**src/bp_pkg.sv**
```systemverilog
package bp_pkg;

    typedef logic [31:0] rv32i_word;

    typedef enum logic {
        nottaken = 1'b0,
        taken    = 1'b1
    } predictmux_t;

    // two-bit saturating counter, also used as the tournament chooser.
    typedef enum logic [1:0] {
        strong_n_take = 2'b00,
        n_take        = 2'b01,
        take          = 2'b10,
        strong_take   = 2'b11
    } counter_t;

    localparam int addr_start         = 2;  // pcs are word aligned.
    localparam int local_index_bits   = 7;
    localparam int history_bits       = 8;
    localparam int gshare_index_bits  = 8;
    localparam int chooser_index_bits = 8;
    localparam int btb_index_bits     = 6;
    localparam int btb_tag_bits       = 32 - addr_start - btb_index_bits;

    localparam int local_sets   = 2**local_index_bits;
    localparam int gshare_sets  = 2**gshare_index_bits;
    localparam int chooser_sets = 2**chooser_index_bits;
    localparam int btb_sets     = 2**btb_index_bits;

    // upper half of the counter predicts taken.
    function automatic predictmux_t counter_dir(counter_t state);
        if (state == take || state == strong_take) begin
            return taken;
        end
        return nottaken;
    endfunction

    // on a miss the counter crosses toward the other side,
    // otherwise it saturates on its own side.
    function automatic counter_t counter_next(counter_t state, logic failed);
        counter_t next;
        case (state)
            strong_n_take: next = failed ? n_take : strong_n_take;
            n_take:        next = failed ? take   : strong_n_take;
            take:          next = failed ? n_take : strong_take;
            strong_take:   next = failed ? take   : strong_take;
            default:       next = n_take;
        endcase
        return next;
    endfunction

endpackage

```
**src/local_prediction_table.sv**
```systemverilog
`timescale 1ns/1ps

module local_prediction_table
    import bp_pkg::*;
(
    input  logic        clk,
    input  logic        rst,

    input  logic        update_en,
    input  rv32i_word   curr_pc,
    input  rv32i_word   resolved_pc,
    input  logic        prediction_failed,

    output predictmux_t predicted_direction
);

    counter_t counters [local_sets];

    logic [local_index_bits-1:0] curr_index;
    logic [local_index_bits-1:0] resolved_index;

    counter_t resolved_state;
    counter_t next_state;

    assign curr_index     = curr_pc[addr_start +: local_index_bits];
    assign resolved_index = resolved_pc[addr_start +: local_index_bits];

    // lookup on the fetch pc.
    assign predicted_direction = counter_dir(counters[curr_index]);

    always_comb begin
        resolved_state = counters[resolved_index];
        next_state     = counter_next(resolved_state, prediction_failed);
    end

    always_ff @(posedge clk, posedge rst) begin
        if (rst) begin
            for (int i = 0; i < local_sets; i++) begin
                counters[i] <= n_take;  // weakly not taken.
            end
        end else if (update_en) begin
            counters[resolved_index] <= next_state;
        end
    end

endmodule

```
**config.mk**
```make
export PLATFORM = sky130hd
export DESIGN_NAME = local_prediction_table
export DESIGN_NICKNAME = d
export VERILOG_FILES = /design/src/bp_pkg.sv /design/src/local_prediction_table.sv
export SDC_FILE = /design/constraint.sdc
export NUM_CORES = 1
export LEC_CHECK = 0
export BUFFER_PORTS_ARGS = -buffer_cell sky130_fd_sc_hd__buf_2
export CORE_ASPECT_RATIO = 1.4
export CORE_MARGIN = 2
export CORE_UTILIZATION = 34
export CTS_BUF_LIST = sky130_fd_sc_hd__clkbuf_8
export CTS_CLUSTER_DIAMETER = 50
export DETAILED_ROUTE_END_ITERATION = 8
export PLACE_DENSITY = 0.49
export SKIP_LAST_GASP = 1
export SLEW_MARGIN = 20
export SYNTH_ARGS = -nofsm -noshare
export SYNTH_HDL_FRONTEND = slang
export SYNTH_SLANG_ARGS = --single-unit
```
**constraint.sdc**
```tcl
create_clock -name clk -period 13.4 [get_ports clk]
set_input_delay 2.68 -clock clk [delete_from_list [all_inputs] [get_ports clk]]
set_output_delay 2.68 -clock clk [all_outputs]
set_load 0.1 [all_outputs]
```
==> flow_summary.yaml <==
timing:
  hold_violations: 0
  slew_headroom_pct: 24.0
  rsz0062_at_grt: "false"
  drv_slew: 0
  fmax_mhz: 120
  period_needed_ps: 8310
  setup_viol: 0
  fin_crit_sh_pct: 62.0
  fin_tns_setup_ps: 0
  clock_skew_ps: 40.0
  tightestPinTransition_ps: 1140
logic_synthesis:
  ys_seq_area_share_pct: 48.2
  netlist_area_sq_um: 13600
  synthTopCellsByCount: "nand2_1, mux2_2, nor2_1, dfrtp_1, dfstp_2"
  ys_async_sr_fraction_pct: 100
  synth_most_common_cell: "nand2_1"
  synthTopCellsByArea: "dfstp_2, dfrtp_1, mux2_2"
  yosysWarnings: 0
  synth_edf_count: 0
  synth_top_cell_area_share_pct: 24.7
  syn_area_per_cell_sq_um: 11.4
  syn_nets: 1260
  synthCells: 1192
  yosys.cell_types.count: 57
  synth_ff_type: "dfstp_2"
  yosysTopAreaCell: "dfstp_2"
  ys_seq_elements: 256
floorplanning:
  rows: 86
  die_h_um: 241
  die_w_um: 173
  core-area_sq_um: 39400
  dieArea_sq_um: 41700
  ioPinCount: 69
  start_util_pct: 34.6
cts:
  cts_tree: "done"
  cts_buffers: 42
  cts_resized: 0
  clkLatencyLatePin_ps: 590
  postCtsHoldBufs: 0
  clk_pin_slew_ps: 60
  postCtsSetupBuffers: 0
  cts-root-buf: "clkbuf_8"
  cts_buffer_depth: 3
  clock_sinks: 256
  cts_max_level: 2
critical_path:
  cp_common_cell: "mux4_2"
  endpoint_kind: "output port"
  critPathKind: "in -> out"
  worstPathRequired_ps: 10720
  cp_top_family: "multiplexers"
  cp_cell_sequence: "buf_2, buf_4, mux4_2, mux4_2, mux4_2, mux2_2, buf_2"
  cp_max_fo: 32
  reg2reg_slack_ps: 10010
  critPathBufInv: 3
  worstPathArrival_ps: 5630
  cpMaxStageDelayCell: "buf_4"
  startpoint_type: "input port"
  critPathMaxStageDelay_ps: 610
routing:
  ant_nets: 0
  drtIter0Drc: 802
  vias: 9663
  totalWireLength_um: 44100
  vias_per_cell: 5.54
  routedWlPerCell_um: 25.3
  drc_errors: 0
  first_pass_iters: 7
placement:
  dp.final_hpwl_um: 28000
  dp_cells: 1668
  numPortBuffers: 18
  place.gp.congestion: 0.801
power:
  irDropWorstVdd_uv: 53.1
  p_sw_uw: 548
  internal-power_mw: 1.36
  power.share.clock_pct: 36.2
  combPwrFrac_pct: 14.9
  p_leak_nw: 6.01
  seq_power_share_pct: 48.9
  p_sw_share_pct: 28.8
  p_per_area_nw_per_um2: 128
layout:
  final_core_util_pct: 37.6
  stdcell_count: 1745
  largest_reg_flops: 256
  regMostFlops: "counters"
  layout-drive-gt1-share_pct: 37.2
  syn2layout_area_growth_pct: 8.85
  largest_registers: "counters x256"
  nNetsFinal: 1252
hold_path:
  hold_class: "reg -> reg"
outcome:
  status: "complete, no violations"
global_route:
  antenna_found_initial: 1
  grt_first_pass_wirelength_um: 66700
  grt_pass1_vias: 10112
  grt_max_degree: 107
  grtUsageTotal_pct: 21.5
  overflow: 0
run:
  drv_cap: 0
-- layer usage --
metal | track usage [%] | vias up | share of wire [%]
met4 | 8.78 | 0 | 3.8
met5 | 0 | - | 0
met2 | 37.7 | 252 | 50
li1 | - | 4331 | -
met3 | 3.06 | 94 | 4.0
met1 | 26.6 | 4986 | 42
-- per-stage QoR --
stage	cell area, sq um	total power, mW	worst slack [ps]	hold slack [ps]
6_report	14800	1.90	5090	473
5_1_grt	14800	1.99	4990	490
4_1_cts	14800	1.92	5040	478
3_5_place_dp	14000	1.23	5040	468
3_3_place_gp	14000	1.22	5070	465
2_1_floorplan	13600	1.14	3890	455
-- cells in the final DEF (no fill, tap or decap), drive strengths merged, types with 3 or more instances in the layout --
cell type	netlist	final
nand2	161	161
nor3	11	11
mux2i	30	30
a22oi	16	16
a211oi	3	3
a31oi	4	4
a21o	3	3
and2	4	4
a221oi	19	19
buf	58	35
and3	6	6
o21ai	70	70
a21oi	73	73
inv	5	25
mux4	68	68
a221o	5	5
nand2b	9	9
o221ai	4	4
dfstp	128	128
clkbuf	29	54
nand3	15	15
nor2b	12	12
nor2	138	138
o22ai	4	4
dfrtp	128	128
nand4	4	4
mux2	152	152
or2	4	4
-- final cells by class --
cell class              count  area [sq um]
inverters                   6          30.0
repair buffers             35           224
diodes                      1          2.50
clock buffers              54           743
fillers                  3931         24600
clock inverters            22          87.6
well taps                 528           661
flip-flops and latches    256          6570
multi-input cells         843          6500
-- cell families (layout without fill, tap and decap cells) --
| group | after synthesis | count (layout) | synth area share, % |
|---|---|---|---|
| compound gates | 223 | 223 | 10.1 |
| flops | 256 | 256 | 48.2 |
| simple gates | 370 | 370 | 11.4 |
| mux | 250 | 250 | 26.0 |
| buf+inv | 93 | 117 | 4.17 |
| other cells | 0 | 1 | 0 |
-- power groups by stage --
stage	Combinational (mW)	Sequential, mW	Clock (mW)
after CTS	0.286	0.930	0.709
after global placement	0.281	0.939	0
after floorplan	0.218	0.923	0
after global routing	0.308	0.940	0.741
final	0.284	0.931	0.688
after detailed placement	0.285	0.942	0
-- final timing paths --
path                                from                  end  depth (start not counted)
setup / recovery              curr_pc[2]  predicted_direction                          7
hold / removal               counters[0]          counters[0]                          2
setup reg to reg           counters[233]        counters[125]                          8
hold reg to reg              counters[0]          counters[0]                          2
max in group asynchronous            rst        counters[209]                          3
min in group asynchronous            rst          counters[3]                          2
-- worst register-to-register path: cells and delay by family, from the launching register on --
kind,cells,cell delay [ps]
AO/OA/AOI/OAI,4,1150
buffers and inverters,1,820
flip-flops,1,370
multiplexers,3,970
No activity file was read; power rests on OpenSTA's default activity.
