$ cat src/bp_pkg.sv
package bp_pkg;

    typedef logic [31:0] rv32i_word;

    typedef enum logic {
        nottaken = 1'b0,
        taken    = 1'b1
    } predictmux_t;

    // two-bit saturating counter, also used as the tournament chooser.
    typedef enum logic [1:0] {
        strong_n_take = 2'b00,
        n_take        = 2'b01,
        take          = 2'b10,
        strong_take   = 2'b11
    } counter_t;

    localparam int addr_start         = 2;  // pcs are word aligned.
    localparam int local_index_bits   = 7;
    localparam int history_bits       = 8;
    localparam int gshare_index_bits  = 8;
    localparam int chooser_index_bits = 8;
    localparam int btb_index_bits     = 6;
    localparam int btb_tag_bits       = 32 - addr_start - btb_index_bits;

    localparam int local_sets   = 2**local_index_bits;
    localparam int gshare_sets  = 2**gshare_index_bits;
    localparam int chooser_sets = 2**chooser_index_bits;
    localparam int btb_sets     = 2**btb_index_bits;

    // upper half of the counter predicts taken.
    function automatic predictmux_t counter_dir(counter_t state);
        if (state == take || state == strong_take) begin
            return taken;
        end
        return nottaken;
    endfunction

    // on a miss the counter crosses toward the other side,
    // otherwise it saturates on its own side.
    function automatic counter_t counter_next(counter_t state, logic failed);
        counter_t next;
        case (state)
            strong_n_take: next = failed ? n_take : strong_n_take;
            n_take:        next = failed ? take   : strong_n_take;
            take:          next = failed ? n_take : strong_take;
            strong_take:   next = failed ? take   : strong_take;
            default:       next = n_take;
        endcase
        return next;
    endfunction

endpackage

$ cat src/gshare_prediction_table.sv
`timescale 1ns/1ps

module gshare_prediction_table
    import bp_pkg::*;
(
    input  logic                    clk,
    input  logic                    rst,

    input  logic                    update_en,
    input  rv32i_word               curr_pc,
    input  rv32i_word               resolved_pc,
    input  logic [history_bits-1:0] resolved_history,
    input  predictmux_t             resolved_taken,
    input  logic                    prediction_failed,

    output predictmux_t             predicted_direction,
    output logic [history_bits-1:0] history
);

    counter_t counters [gshare_sets];

    logic [gshare_index_bits-1:0] curr_index;
    logic [gshare_index_bits-1:0] resolved_index;

    counter_t resolved_state;
    counter_t next_state;

    // lookup hashes with the live history, update with the snapshot
    // the branch carried down the pipe.
    assign curr_index     = curr_pc[addr_start +: gshare_index_bits] ^ history;
    assign resolved_index = resolved_pc[addr_start +: gshare_index_bits] ^ resolved_history;

    assign predicted_direction = counter_dir(counters[curr_index]);

    always_comb begin
        resolved_state = counters[resolved_index];
        next_state     = counter_next(resolved_state, prediction_failed);
    end

    always_ff @(posedge clk, posedge rst) begin
        if (rst) begin
            for (int i = 0; i < gshare_sets; i++) begin
                counters[i] <= n_take;
            end
        end else if (update_en) begin
            counters[resolved_index] <= next_state;
        end
    end

    // global history, non speculative.
    always_ff @(posedge clk, posedge rst) begin
        if (rst) begin
            history <= '0;
        end else if (update_en) begin
            history <= {history[history_bits-2:0], (resolved_taken == taken)};  // newest in bit 0.
        end
    end

endmodule

$ cat config.mk
export PLATFORM = sky130hd
export DESIGN_NAME = gshare_prediction_table
export DESIGN_NICKNAME = d
export VERILOG_FILES = /design/src/bp_pkg.sv /design/src/gshare_prediction_table.sv
export SDC_FILE = /design/constraint.sdc
export NUM_CORES = 2
export LEC_CHECK = 0
export ABC_AREA = 1
export BUFFER_PORTS_ARGS = -buffer_cell sky130_fd_sc_hd__buf_2
export CORE_UTILIZATION = 40
export CTS_CLUSTER_SIZE = 24
export DETAILED_ROUTE_END_ITERATION = 8
export PLACE_DENSITY = 0.52
export SLEW_MARGIN = 10
export SYNTH_ARGS = -nofsm -noshare
export SYNTH_HDL_FRONTEND = slang
export SYNTH_SLANG_ARGS = --single-unit
$ cat constraint.sdc
create_clock -name clk -period 16.55 [get_ports clk]
set_input_delay 0 -clock clk [delete_from_list [all_inputs] [get_ports clk]]
set_output_delay 0 -clock clk [all_outputs]
set_load 0.02 [all_outputs]
==> results.md <==
* Die H at 286.4 um
* Layout cells sized above 1 at 0.09495
* Worst Hold Class: in -> async
* GP Congestion at 0.8908
* Mapped Nets at 5,223
* Metal-1 WL at 56.31 mm
* Drt wl/cell at 20.52 um
* Num CTS Buffers at 67
* LEAKAGE at 17.29 nW
* Initial drt markers at 3,313
* Sink Count at 520
* Switching part of the total at 0.3468
* Crit start category: primary input
* Routed length on met2 at 55.51 mm
* Chip Width at 286.4 um
* TritonCTS clock tree: yes
* Vias/cell at 5.287
* Skew-Pair Late Insertion Delay at 0.63 ns
* Final #Nets at 5,090
* Power Dens Cells at 109.8 nW/um^2
* First-pass GRT wire length at 191.2 mm
* Initial antenna violation count at 3
* Critical path arrival at 6.04 ns
* Gate Count Post-Synth at 5,146
* Avg Cell Area, Syn at 6.289 um^2
* Number of setup buffers added after CTS at 0
* DRC viols at 0
* Filler cells at 8,361
* Comb pwr share at 0.220
* DRT Pass-1 Iters at 6
* Setup violators final at 0
* # hold bufs at CTS at 5
* Post-cts resize count at 0
* Sequential share of power at 0.381
* Root Buffer: clkbuf_16
* Worst rel slew slack at 0.2223
* Htree depth at 3
* Core ar. at 79,520 um^2
* Peak VDD IR at 89.17 uV
* CP Max Fanout at 118
* Tcrit/Tclk final at 0.3314
* Minimum clock period at 5.485 ns
* Drt total wl at 125.5 mm
* Yosys cell types at 24
* Peak Freq at 0.1823 GHz
* Worst path required time at 17.11 ns
* Post-DP HPWL at 70.94 mm
* Clock share of power at 0.399
* Pin count of the biggest net entering global routing at 229
* Cell Rows at 103
* Switching pwr at 1.350 mW
* Maxcap violations at 0
* Die ar. at 82,050 um^2
* Status: completed
* I/O Pins at 86
* CP Capture Type: register
* Starting density of the core at 0.4070
* Top sig layer: met5
* Synth Warn # at 0
* Clk buf depth at 3
* Int Pwr at 2.542 mW
* WL met3 at 9.769 mm
* #FFs+latches synth at 520
* Power, Total at 3.892 mW
* DRT antenna net count at 0
* CP Class: in -> reg
* Post-layout util at 0.4458
* Final Hold Viols at 0
* Clk pin slew, worst setup/hold paths at 0.06 ns
* Sequential element share of the synthesized area at 0.4120
* Layout area overhead at 9.522%
* Synthesized cell area at 32,360 um^2
* RSZ-0062 raised after global routing: false
* Number of global-route vias before repair at 30,390
* Final slew viol count at 0
* Sum Neg Setup Slack at 0 ns
* ANT cells at 0
* GR Overflow Total at 0
* Gr usage total at 0.3071
* Tightest Pin Transition at 1.162 ns
* Final Skew at 0.02309 ns
* Vias at 32,330
* PortBufs at 37
==> cell usage after synthesis (all sizes together) <==
cell	n	share of area
nand2	2508	0.29
nand3	814	0.13
inv	563	0.065
dfrtp	264	0.20
dfstp	256	0.21
nor2	201	0.023
buf	166	0.027
nor3	163	0.025
clkbuf	136	0.016
o21ai	49	0.0076
xnor2	14	0.0038
nand3b	5	0.0012
clkinv	4	0.00046
a21oi	2	0.00043
xor2	1	0.00027
==> final cells by class <==
cell class              count  area, um^2  share of cell area
well taps                1050        1314             0.03706
multi-input cells        3757       15670              0.4420
clock buffers             107        2059             0.05810
repair buffers            100       695.7             0.01963
inverters                 567        2143             0.06047
flip-flops and latches    520       13330              0.3762
clock inverters            15       234.0            0.006601
==> power by group through the flow <==
stage	clock network, mW	registers [mW]	logic [mW]
after floorplan	0	1.48	0.542
after global placement	0	1.50	0.842
after detailed placement	0	1.50	0.844
after CTS	1.58	1.48	0.847
after global routing	1.63	1.50	0.926
final	1.55	1.48	0.857
==> worst max-delay path, cell delays in order <==
cell	delay, ns
buf_2	0.10
inv_1	0.05
nand2_2	0.45
nand2_8	0.68
nor2_2	1.04
nand2_1	0.10
nand3_1	0.12
nand2_1	0.05
nand2_1	0.19
o21ai_1	0.08
nand2_1	0.15
nor2_1	0.12
nor2_1	0.13
nor2_2	0.09
nand2_8	0.51
buf_4	0.79
buf_4	0.88
nand3_1	0.17
nand2_1	0.12
==> cell families (layout without fill, tap and decap cells) <==
kind of cell	after synthesis	after routing	share of synthesized area
flip-flops	520	520	0.4120
XOR/XNOR	15	15	0.004060
AO/OA/AOI/OAI	51	51	0.008003
buffers and inverters	869	789	0.1090
AND/OR/NAND/NOR	3691	3691	0.4670
==> path summary, 6_finish.rpt <==
path / from / end / slack [ns] / cells past startpoint
worst max-delay path: resolved_history[0] / counters[410] / 11.07 / 19
worst min-delay path: rst / counters[203] / 0.006 / 3
worst max register to register: counters[144] / counters[439] / 12.19 / 17
worst min register to register: counters[396] / counters[396] / 0.46 / 2
max in group asynchronous: rst / counters[131] / 14.40 / 5
min in group clk: update_en / history[4] / 0.26 / 4
==> sequential cells by signal, indices dropped and copies added (netlist names) <==
| name | flops |
|---|---|
| counters | 512 |
| history | 8 |
==> per-layer routing <==
metal / GRT usage / vias to the layer above
li1: - / 15510
met1: 0.4324 / 15450
met2: 0.4839 / 1179
met3: 0.04340 / 199
met4: 0.09973 / 2
met5: 0 / -
==> cell usage in the layout, fill, tap and decap left out, types with 37 or more instances in the layout <==
cell	Yosys	routed
clkbuf_16	0	69
buf_2	110	37
buf_4	32	56
nand2_1	2504	2502
inv_1	561	558
nor3_1	163	163
dfrtp_1	264	264
nand3_1	814	813
dfstp_2	256	256
nor2_1	200	192
==> per-stage QoR <==
stage	cell area (um^2)	hold slack, ns	worst slack (ns)	std cells
final	35450	0.005894	11.07	6116
after global routing	35450	0.08492	10.70	6116
after CTS	35450	0.03375	11.14	6116
after detailed placement	33100	0.1523	10.50	5989
after global placement	33100	0.1478	10.49	5989
after floorplan	32360	0.1168	2.447	5146
No activity file was read; power rests on OpenSTA's default activity.
