### src/bp_pkg.sv
package bp_pkg;

    typedef logic [31:0] rv32i_word;

    typedef enum logic {
        nottaken = 1'b0,
        taken    = 1'b1
    } predictmux_t;

    // two-bit saturating counter, also used as the tournament chooser.
    typedef enum logic [1:0] {
        strong_n_take = 2'b00,
        n_take        = 2'b01,
        take          = 2'b10,
        strong_take   = 2'b11
    } counter_t;

    localparam int addr_start         = 2;  // pcs are word aligned.
    localparam int local_index_bits   = 7;
    localparam int history_bits       = 8;
    localparam int gshare_index_bits  = 8;
    localparam int chooser_index_bits = 8;
    localparam int btb_index_bits     = 6;
    localparam int btb_tag_bits       = 32 - addr_start - btb_index_bits;

    localparam int local_sets   = 2**local_index_bits;
    localparam int gshare_sets  = 2**gshare_index_bits;
    localparam int chooser_sets = 2**chooser_index_bits;
    localparam int btb_sets     = 2**btb_index_bits;

    // upper half of the counter predicts taken.
    function automatic predictmux_t counter_dir(counter_t state);
        if (state == take || state == strong_take) begin
            return taken;
        end
        return nottaken;
    endfunction

    // on a miss the counter crosses toward the other side,
    // otherwise it saturates on its own side.
    function automatic counter_t counter_next(counter_t state, logic failed);
        counter_t next;
        case (state)
            strong_n_take: next = failed ? n_take : strong_n_take;
            n_take:        next = failed ? take   : strong_n_take;
            take:          next = failed ? n_take : strong_take;
            strong_take:   next = failed ? take   : strong_take;
            default:       next = n_take;
        endcase
        return next;
    endfunction

endpackage

### src/tournament_selector.sv
`timescale 1ns/1ps

module tournament_selector
    import bp_pkg::*;
(
    input  logic        clk,
    input  logic        rst,

    input  logic        update_en,
    input  rv32i_word   curr_pc,
    input  rv32i_word   resolved_pc,

    input  predictmux_t local_dir,
    input  predictmux_t global_dir,
    input  logic        btb_hit,
    input  rv32i_word   btb_target,

    input  predictmux_t resolved_local_dir,
    input  predictmux_t resolved_global_dir,
    input  predictmux_t resolved_taken,

    output logic        predict_taken,
    output rv32i_word   predicted_pc,
    output logic        local_failed,
    output logic        global_failed
);

    // lower half prefers local, upper half prefers global.
    counter_t choosers [chooser_sets];

    logic [chooser_index_bits-1:0] curr_index;
    logic [chooser_index_bits-1:0] resolved_index;

    counter_t    curr_choice;
    logic        use_global;
    predictmux_t final_dir;

    counter_t resolved_choice;
    counter_t next_choice;

    assign curr_index     = curr_pc[addr_start +: chooser_index_bits];
    assign resolved_index = resolved_pc[addr_start +: chooser_index_bits];

    always_comb begin
        curr_choice = choosers[curr_index];
        use_global  = (curr_choice == take) || (curr_choice == strong_take);
        final_dir   = use_global ? global_dir : local_dir;
    end

    // a taken guess without a target is useless, fall through instead.
    assign predict_taken = (final_dir == taken) && btb_hit;
    assign predicted_pc  = predict_taken ? btb_target : curr_pc + 32'd4;

    assign local_failed  = (resolved_local_dir != resolved_taken);
    assign global_failed = (resolved_global_dir != resolved_taken);

    always_comb begin
        resolved_choice = choosers[resolved_index];
        next_choice     = resolved_choice;
        if (local_failed && !global_failed) begin  // global was right.
            case (resolved_choice)
                strong_n_take: next_choice = n_take;
                n_take:        next_choice = take;
                default:       next_choice = strong_take;
            endcase
        end else if (global_failed && !local_failed) begin  // local was right.
            case (resolved_choice)
                strong_take: next_choice = take;
                take:        next_choice = n_take;
                default:     next_choice = strong_n_take;
            endcase
        end
    end

    always_ff @(posedge clk, posedge rst) begin
        if (rst) begin
            for (int i = 0; i < chooser_sets; i++) begin
                choosers[i] <= n_take;
            end
        end else if (update_en) begin
            choosers[resolved_index] <= next_choice;
        end
    end

endmodule

### config.mk
export PLATFORM = sky130hd
export DESIGN_NAME = tournament_selector
export DESIGN_NICKNAME = d
export VERILOG_FILES = /design/src/bp_pkg.sv /design/src/tournament_selector.sv
export SDC_FILE = /design/constraint.sdc
export NUM_CORES = 2
export LEC_CHECK = 0
export ABC_AREA = 1
export BUFFER_PORTS_ARGS = -buffer_cell sky130_fd_sc_hd__clkbuf_2
export CAP_MARGIN = 20
export CORE_MARGIN = 4
export CORE_UTILIZATION = 44
export CTS_CLUSTER_SIZE = 30
export DETAILED_ROUTE_END_ITERATION = 7
export HOLD_SLACK_MARGIN = 0.15
export PLACE_DENSITY = 0.61
export SYNTH_ARGS = -nofsm -noshare
export SYNTH_HDL_FRONTEND = slang
export SYNTH_SLANG_ARGS = --single-unit
### constraint.sdc
create_clock -name clk -period 20.2 [get_ports clk]
set_clock_uncertainty 0.05 [all_clocks]
set_input_delay 4.04 -clock clk [delete_from_list [all_inputs] [get_ports clk]]
set_output_delay 4.04 -clock clk [all_outputs]
set_load 0.03 [all_outputs]
==> flow_metrics.py <==
metrics = {
    "routing": {
        "viasPerCell": 5.42,
        "post_drt_wl_per_cell_um": 20.1,
        "drt_wl_total_mm": 117,
        "antenna_left": 0,
        "drc": 0,
        "first_iter_violations": 3439,
        "drt_first_pass_iters": 6,
        "routed-via-count": 31685,
    },
    "clock_tree": {
        "cts_inserted_buffers": 59,
        "cts_buffer_depth": 3,
        "cts_setup_buffers": 0,
        "clkLatencyLatePin_ns": 0.65,
        "post_cts_resized": 0,
        "cts-hold-fix-buffers": 0,
        "clk_pin_slew_ns": 0.06,
        "cts_tree": "done",
        "htreeDepth": 2,
        "cts.sinks": 512,
        "root_buffer": "clkbuf_16",
    },
    "global_routing": {
        "grt_pass1_vias": 29834,
        "grt_use_total_pct": 30.8,
        "grt_pass1_wl_mm": 179,
        "grt_max_degree": 138,
        "antenna_found_initial": 4,
        "grt_overflow": 0,
    },
    "sta": {
        "maxSlewViolCount": 0,
        "hold_viol": 0,
        "timing.slew.headroom_pct": 23.6,
        "period_needed_ns": 12.53,
        "worst_slew_pin_slew_ns": 1.15,
        "fin_tns_setup_ns": 0,
        "post-route-period-util_pct": 62.0,
        "rsz0062_at_grt": "no",
        "setup-violations-final": 0,
        "fmax_ghz": 0.0798,
    },
    "synthesis": {
        "yosysSeqAreaShare_pct": 42.1,
        "yosys-top-cells-area": "nand2_1 (29%), dfstp_2 (22%), dfrtp_1 (21%), nand3_1 (6.6%), inv_1 (5.0%)",
        "yosysTopAreaCellShare_pct": 29.3,
        "synth_cells": 4888,
        "synth.top_cells.by_count": "nand2_1 (2437), nand3_1 (413), inv_1 (412)",
        "synth_most_common_cell": "nand2_1",
        "synth.largest_area_cell": "nand2_1",
        "avgSynthCellArea_um2": 6.38,
        "synth_edf_count": 0,
        "syn_nets": 4994,
        "ys_warn_count": 0,
        "async_flop_share_pct": 100,
        "ys.flop_type": "dfstp_2",
        "synth_area_um2": 31200,
        "ys_ff_latch": 512,
        "ys_types": 30,
    },
    "die": {
        "die-area_um2": 75200,
        "die_h_um": 274,
        "die_w_um": 274,
        "rows": 97,
        "core_um2": 70100,
        "initial_core_util_pct": 44.5,
        "pin_count": 140,
    },
    "placed_design": {
        "portBuffers": 115,
        "numPlacedInstances": 5728,
        "gp_congestion": 0.856,
        "hpwl_mm": 68.8,
    },
    "setup_path": {
        "required_ns": 16.11,
        "worstSetupEndpointType": "output port",
        "crit_path_max_fanout": 65,
        "cp-startpoint": "curr_pc[2]",
        "criticalPathCategory": "in -> out",
        "crit_arrival_ns": 8.44,
        "critPathLaunchType": "input port",
        "worstReg2RegStart": "choosers[94]",
    },
    "power_and_ir_drop": {
        "total_power_mw": 2.56,
        "clock_power_share_pct": 47.7,
        "p_sw_uw": 706,
        "combPwrFrac_pct": 10.7,
        "irDropWorstVdd_v": 0.0000691,
        "internal_power_mw": 1.86,
        "netSwitchingFraction_pct": 27.6,
        "p_leak_nw": 16.8,
        "seqPwrFrac_pct": 41.6,
        "power_density_nw_per_um2": 74.3,
    },
    "layout": {
        "drive_above_1_share_pct": 11.3,
        "fin_nets": 4956,
        "layout.cells.non_filler": 5841,
        "utilization_pct": 49.1,
        "fillCellCount": 7259,
        "syn_to_final_growth_pct": 10.4,
        "reg_top3": "choosers: 512 flops",
        "largest-register": "choosers",
        "largest_reg_flops": 512,
        "antenna_cells": 0,
    },
    "outcome": {
        "outcome": "completed",
    },
    "hold_path": {
        "hold_path_class": "reg -> reg",
        "hp-start": "choosers[24]",
    },
    "job": {
        "maxCapViolCount": 0,
    },
}
power by group through the flow:
| stage | Clock (mW) | Sequential [mW] | Combinational, mW |
|---|---|---|---|
| 5_1_grt | 1.28 | 1.07 | 0.292 |
| 6_report | 1.22 | 1.06 | 0.274 |
| 3_3_place_gp | 0 | 1.08 | 0.268 |
| 4_1_cts | 1.24 | 1.06 | 0.270 |
| 3_5_place_dp | 0 | 1.08 | 0.269 |
| 2_1_floorplan | 0 | 1.08 | 0.163 |
final timing paths:
check	depth (start not counted)	end	slack, ns
setup / recovery	20	predicted_pc[11]	7.67
setup reg to reg	17	choosers[65]	16.25
hold reg to reg	2	choosers[24]	0.41
hold / removal	2	choosers[24]	0.41
min in group asynchronous	2	choosers[483]	3.46
max in group asynchronous	5	choosers[223]	13.69
final cells by class:
cell class,instances,area (um^2),share of cell area (%)
well taps,940,1180,3.41
clock buffers,78,1670,4.84
repair buffers,173,1040,3.03
inverters,430,1640,4.75
clock inverters,34,527,1.53
flip-flops and latches,512,13100,38.1
multi-input cells,3674,15300,44.3
critical path, stage by stage:
cell,delay (ns)
buf_4,0.10
buf_4,0.70
buf_4,0.78
nand2_1,0.10
o21ai_0,0.10
nand2_1,0.07
nand2_1,0.13
nand2_1,0.06
nand2_1,0.06
nor2_1,0.05
nand2_1,0.25
nand3_1,0.12
nand3_1,0.17
nand3_1,0.18
nand2_1,0.14
nand2_1,0.05
nand2_1,0.71
nand3_1,0.21
nand2_1,0.16
clkbuf_2,0.22
cells in the final DEF, fill, tap and decap left out, drive strengths merged:
cell type  instances
o211ai            31
nor4               4
nand4             26
clkinvlp           5
ha                 1
a21oi             67
xor2              23
bufinv            13
nor3             176
or2                1
clkinv            26
inv              420
o21a               1
dfrtp            256
xnor2              7
dfstp            256
o21ai            187
nor2             295
buf               62
nand3            413
o22ai              2
clkbuf           189
and2               1
nand2           2439
metal layers:
metal,part of all wire (%),wire length [um],vias to the layer above,global-route usage [%]
li1,-,-,15076,-
met1,41,48400,14831,41.6
met5,0.072,84,-,0
met2,44,52100,1485,49.4
met3,9.9,11600,283,5.19
met4,4.2,4970,10,12.1
kinds of logic (layout without fill, tap and decap cells):
logic type / Yosys count / count (layout) / share of synthesized area (%)
and+or+nand+nor: 3355 / 3355 / 43.0
xor gates and xnor gates: 30 / 30 / 0.842
adders and majority gates: 1 / 1 / 0.0401
AOI/OAI and AO/OA: 288 / 288 / 4.88
buffers and inverters: 702 / 715 / 9.12
DFF: 512 / 512 / 42.1
stage by stage:
| stage | setup WS (ns) | hold slack, ns | instance area, um^2 |
|---|---|---|---|
| final | 7.67 | 0.414 | 34500 |
| after detailed placement | 7.61 | 0.406 | 32200 |
| after global routing | 7.41 | 0.426 | 34500 |
| after CTS | 7.61 | 0.417 | 34400 |
| after floorplan | 2.23 | 0.397 | 31200 |
| after global placement | 7.67 | 0.403 | 32200 |
Note: power is estimated with default switching activity, not from simulation.
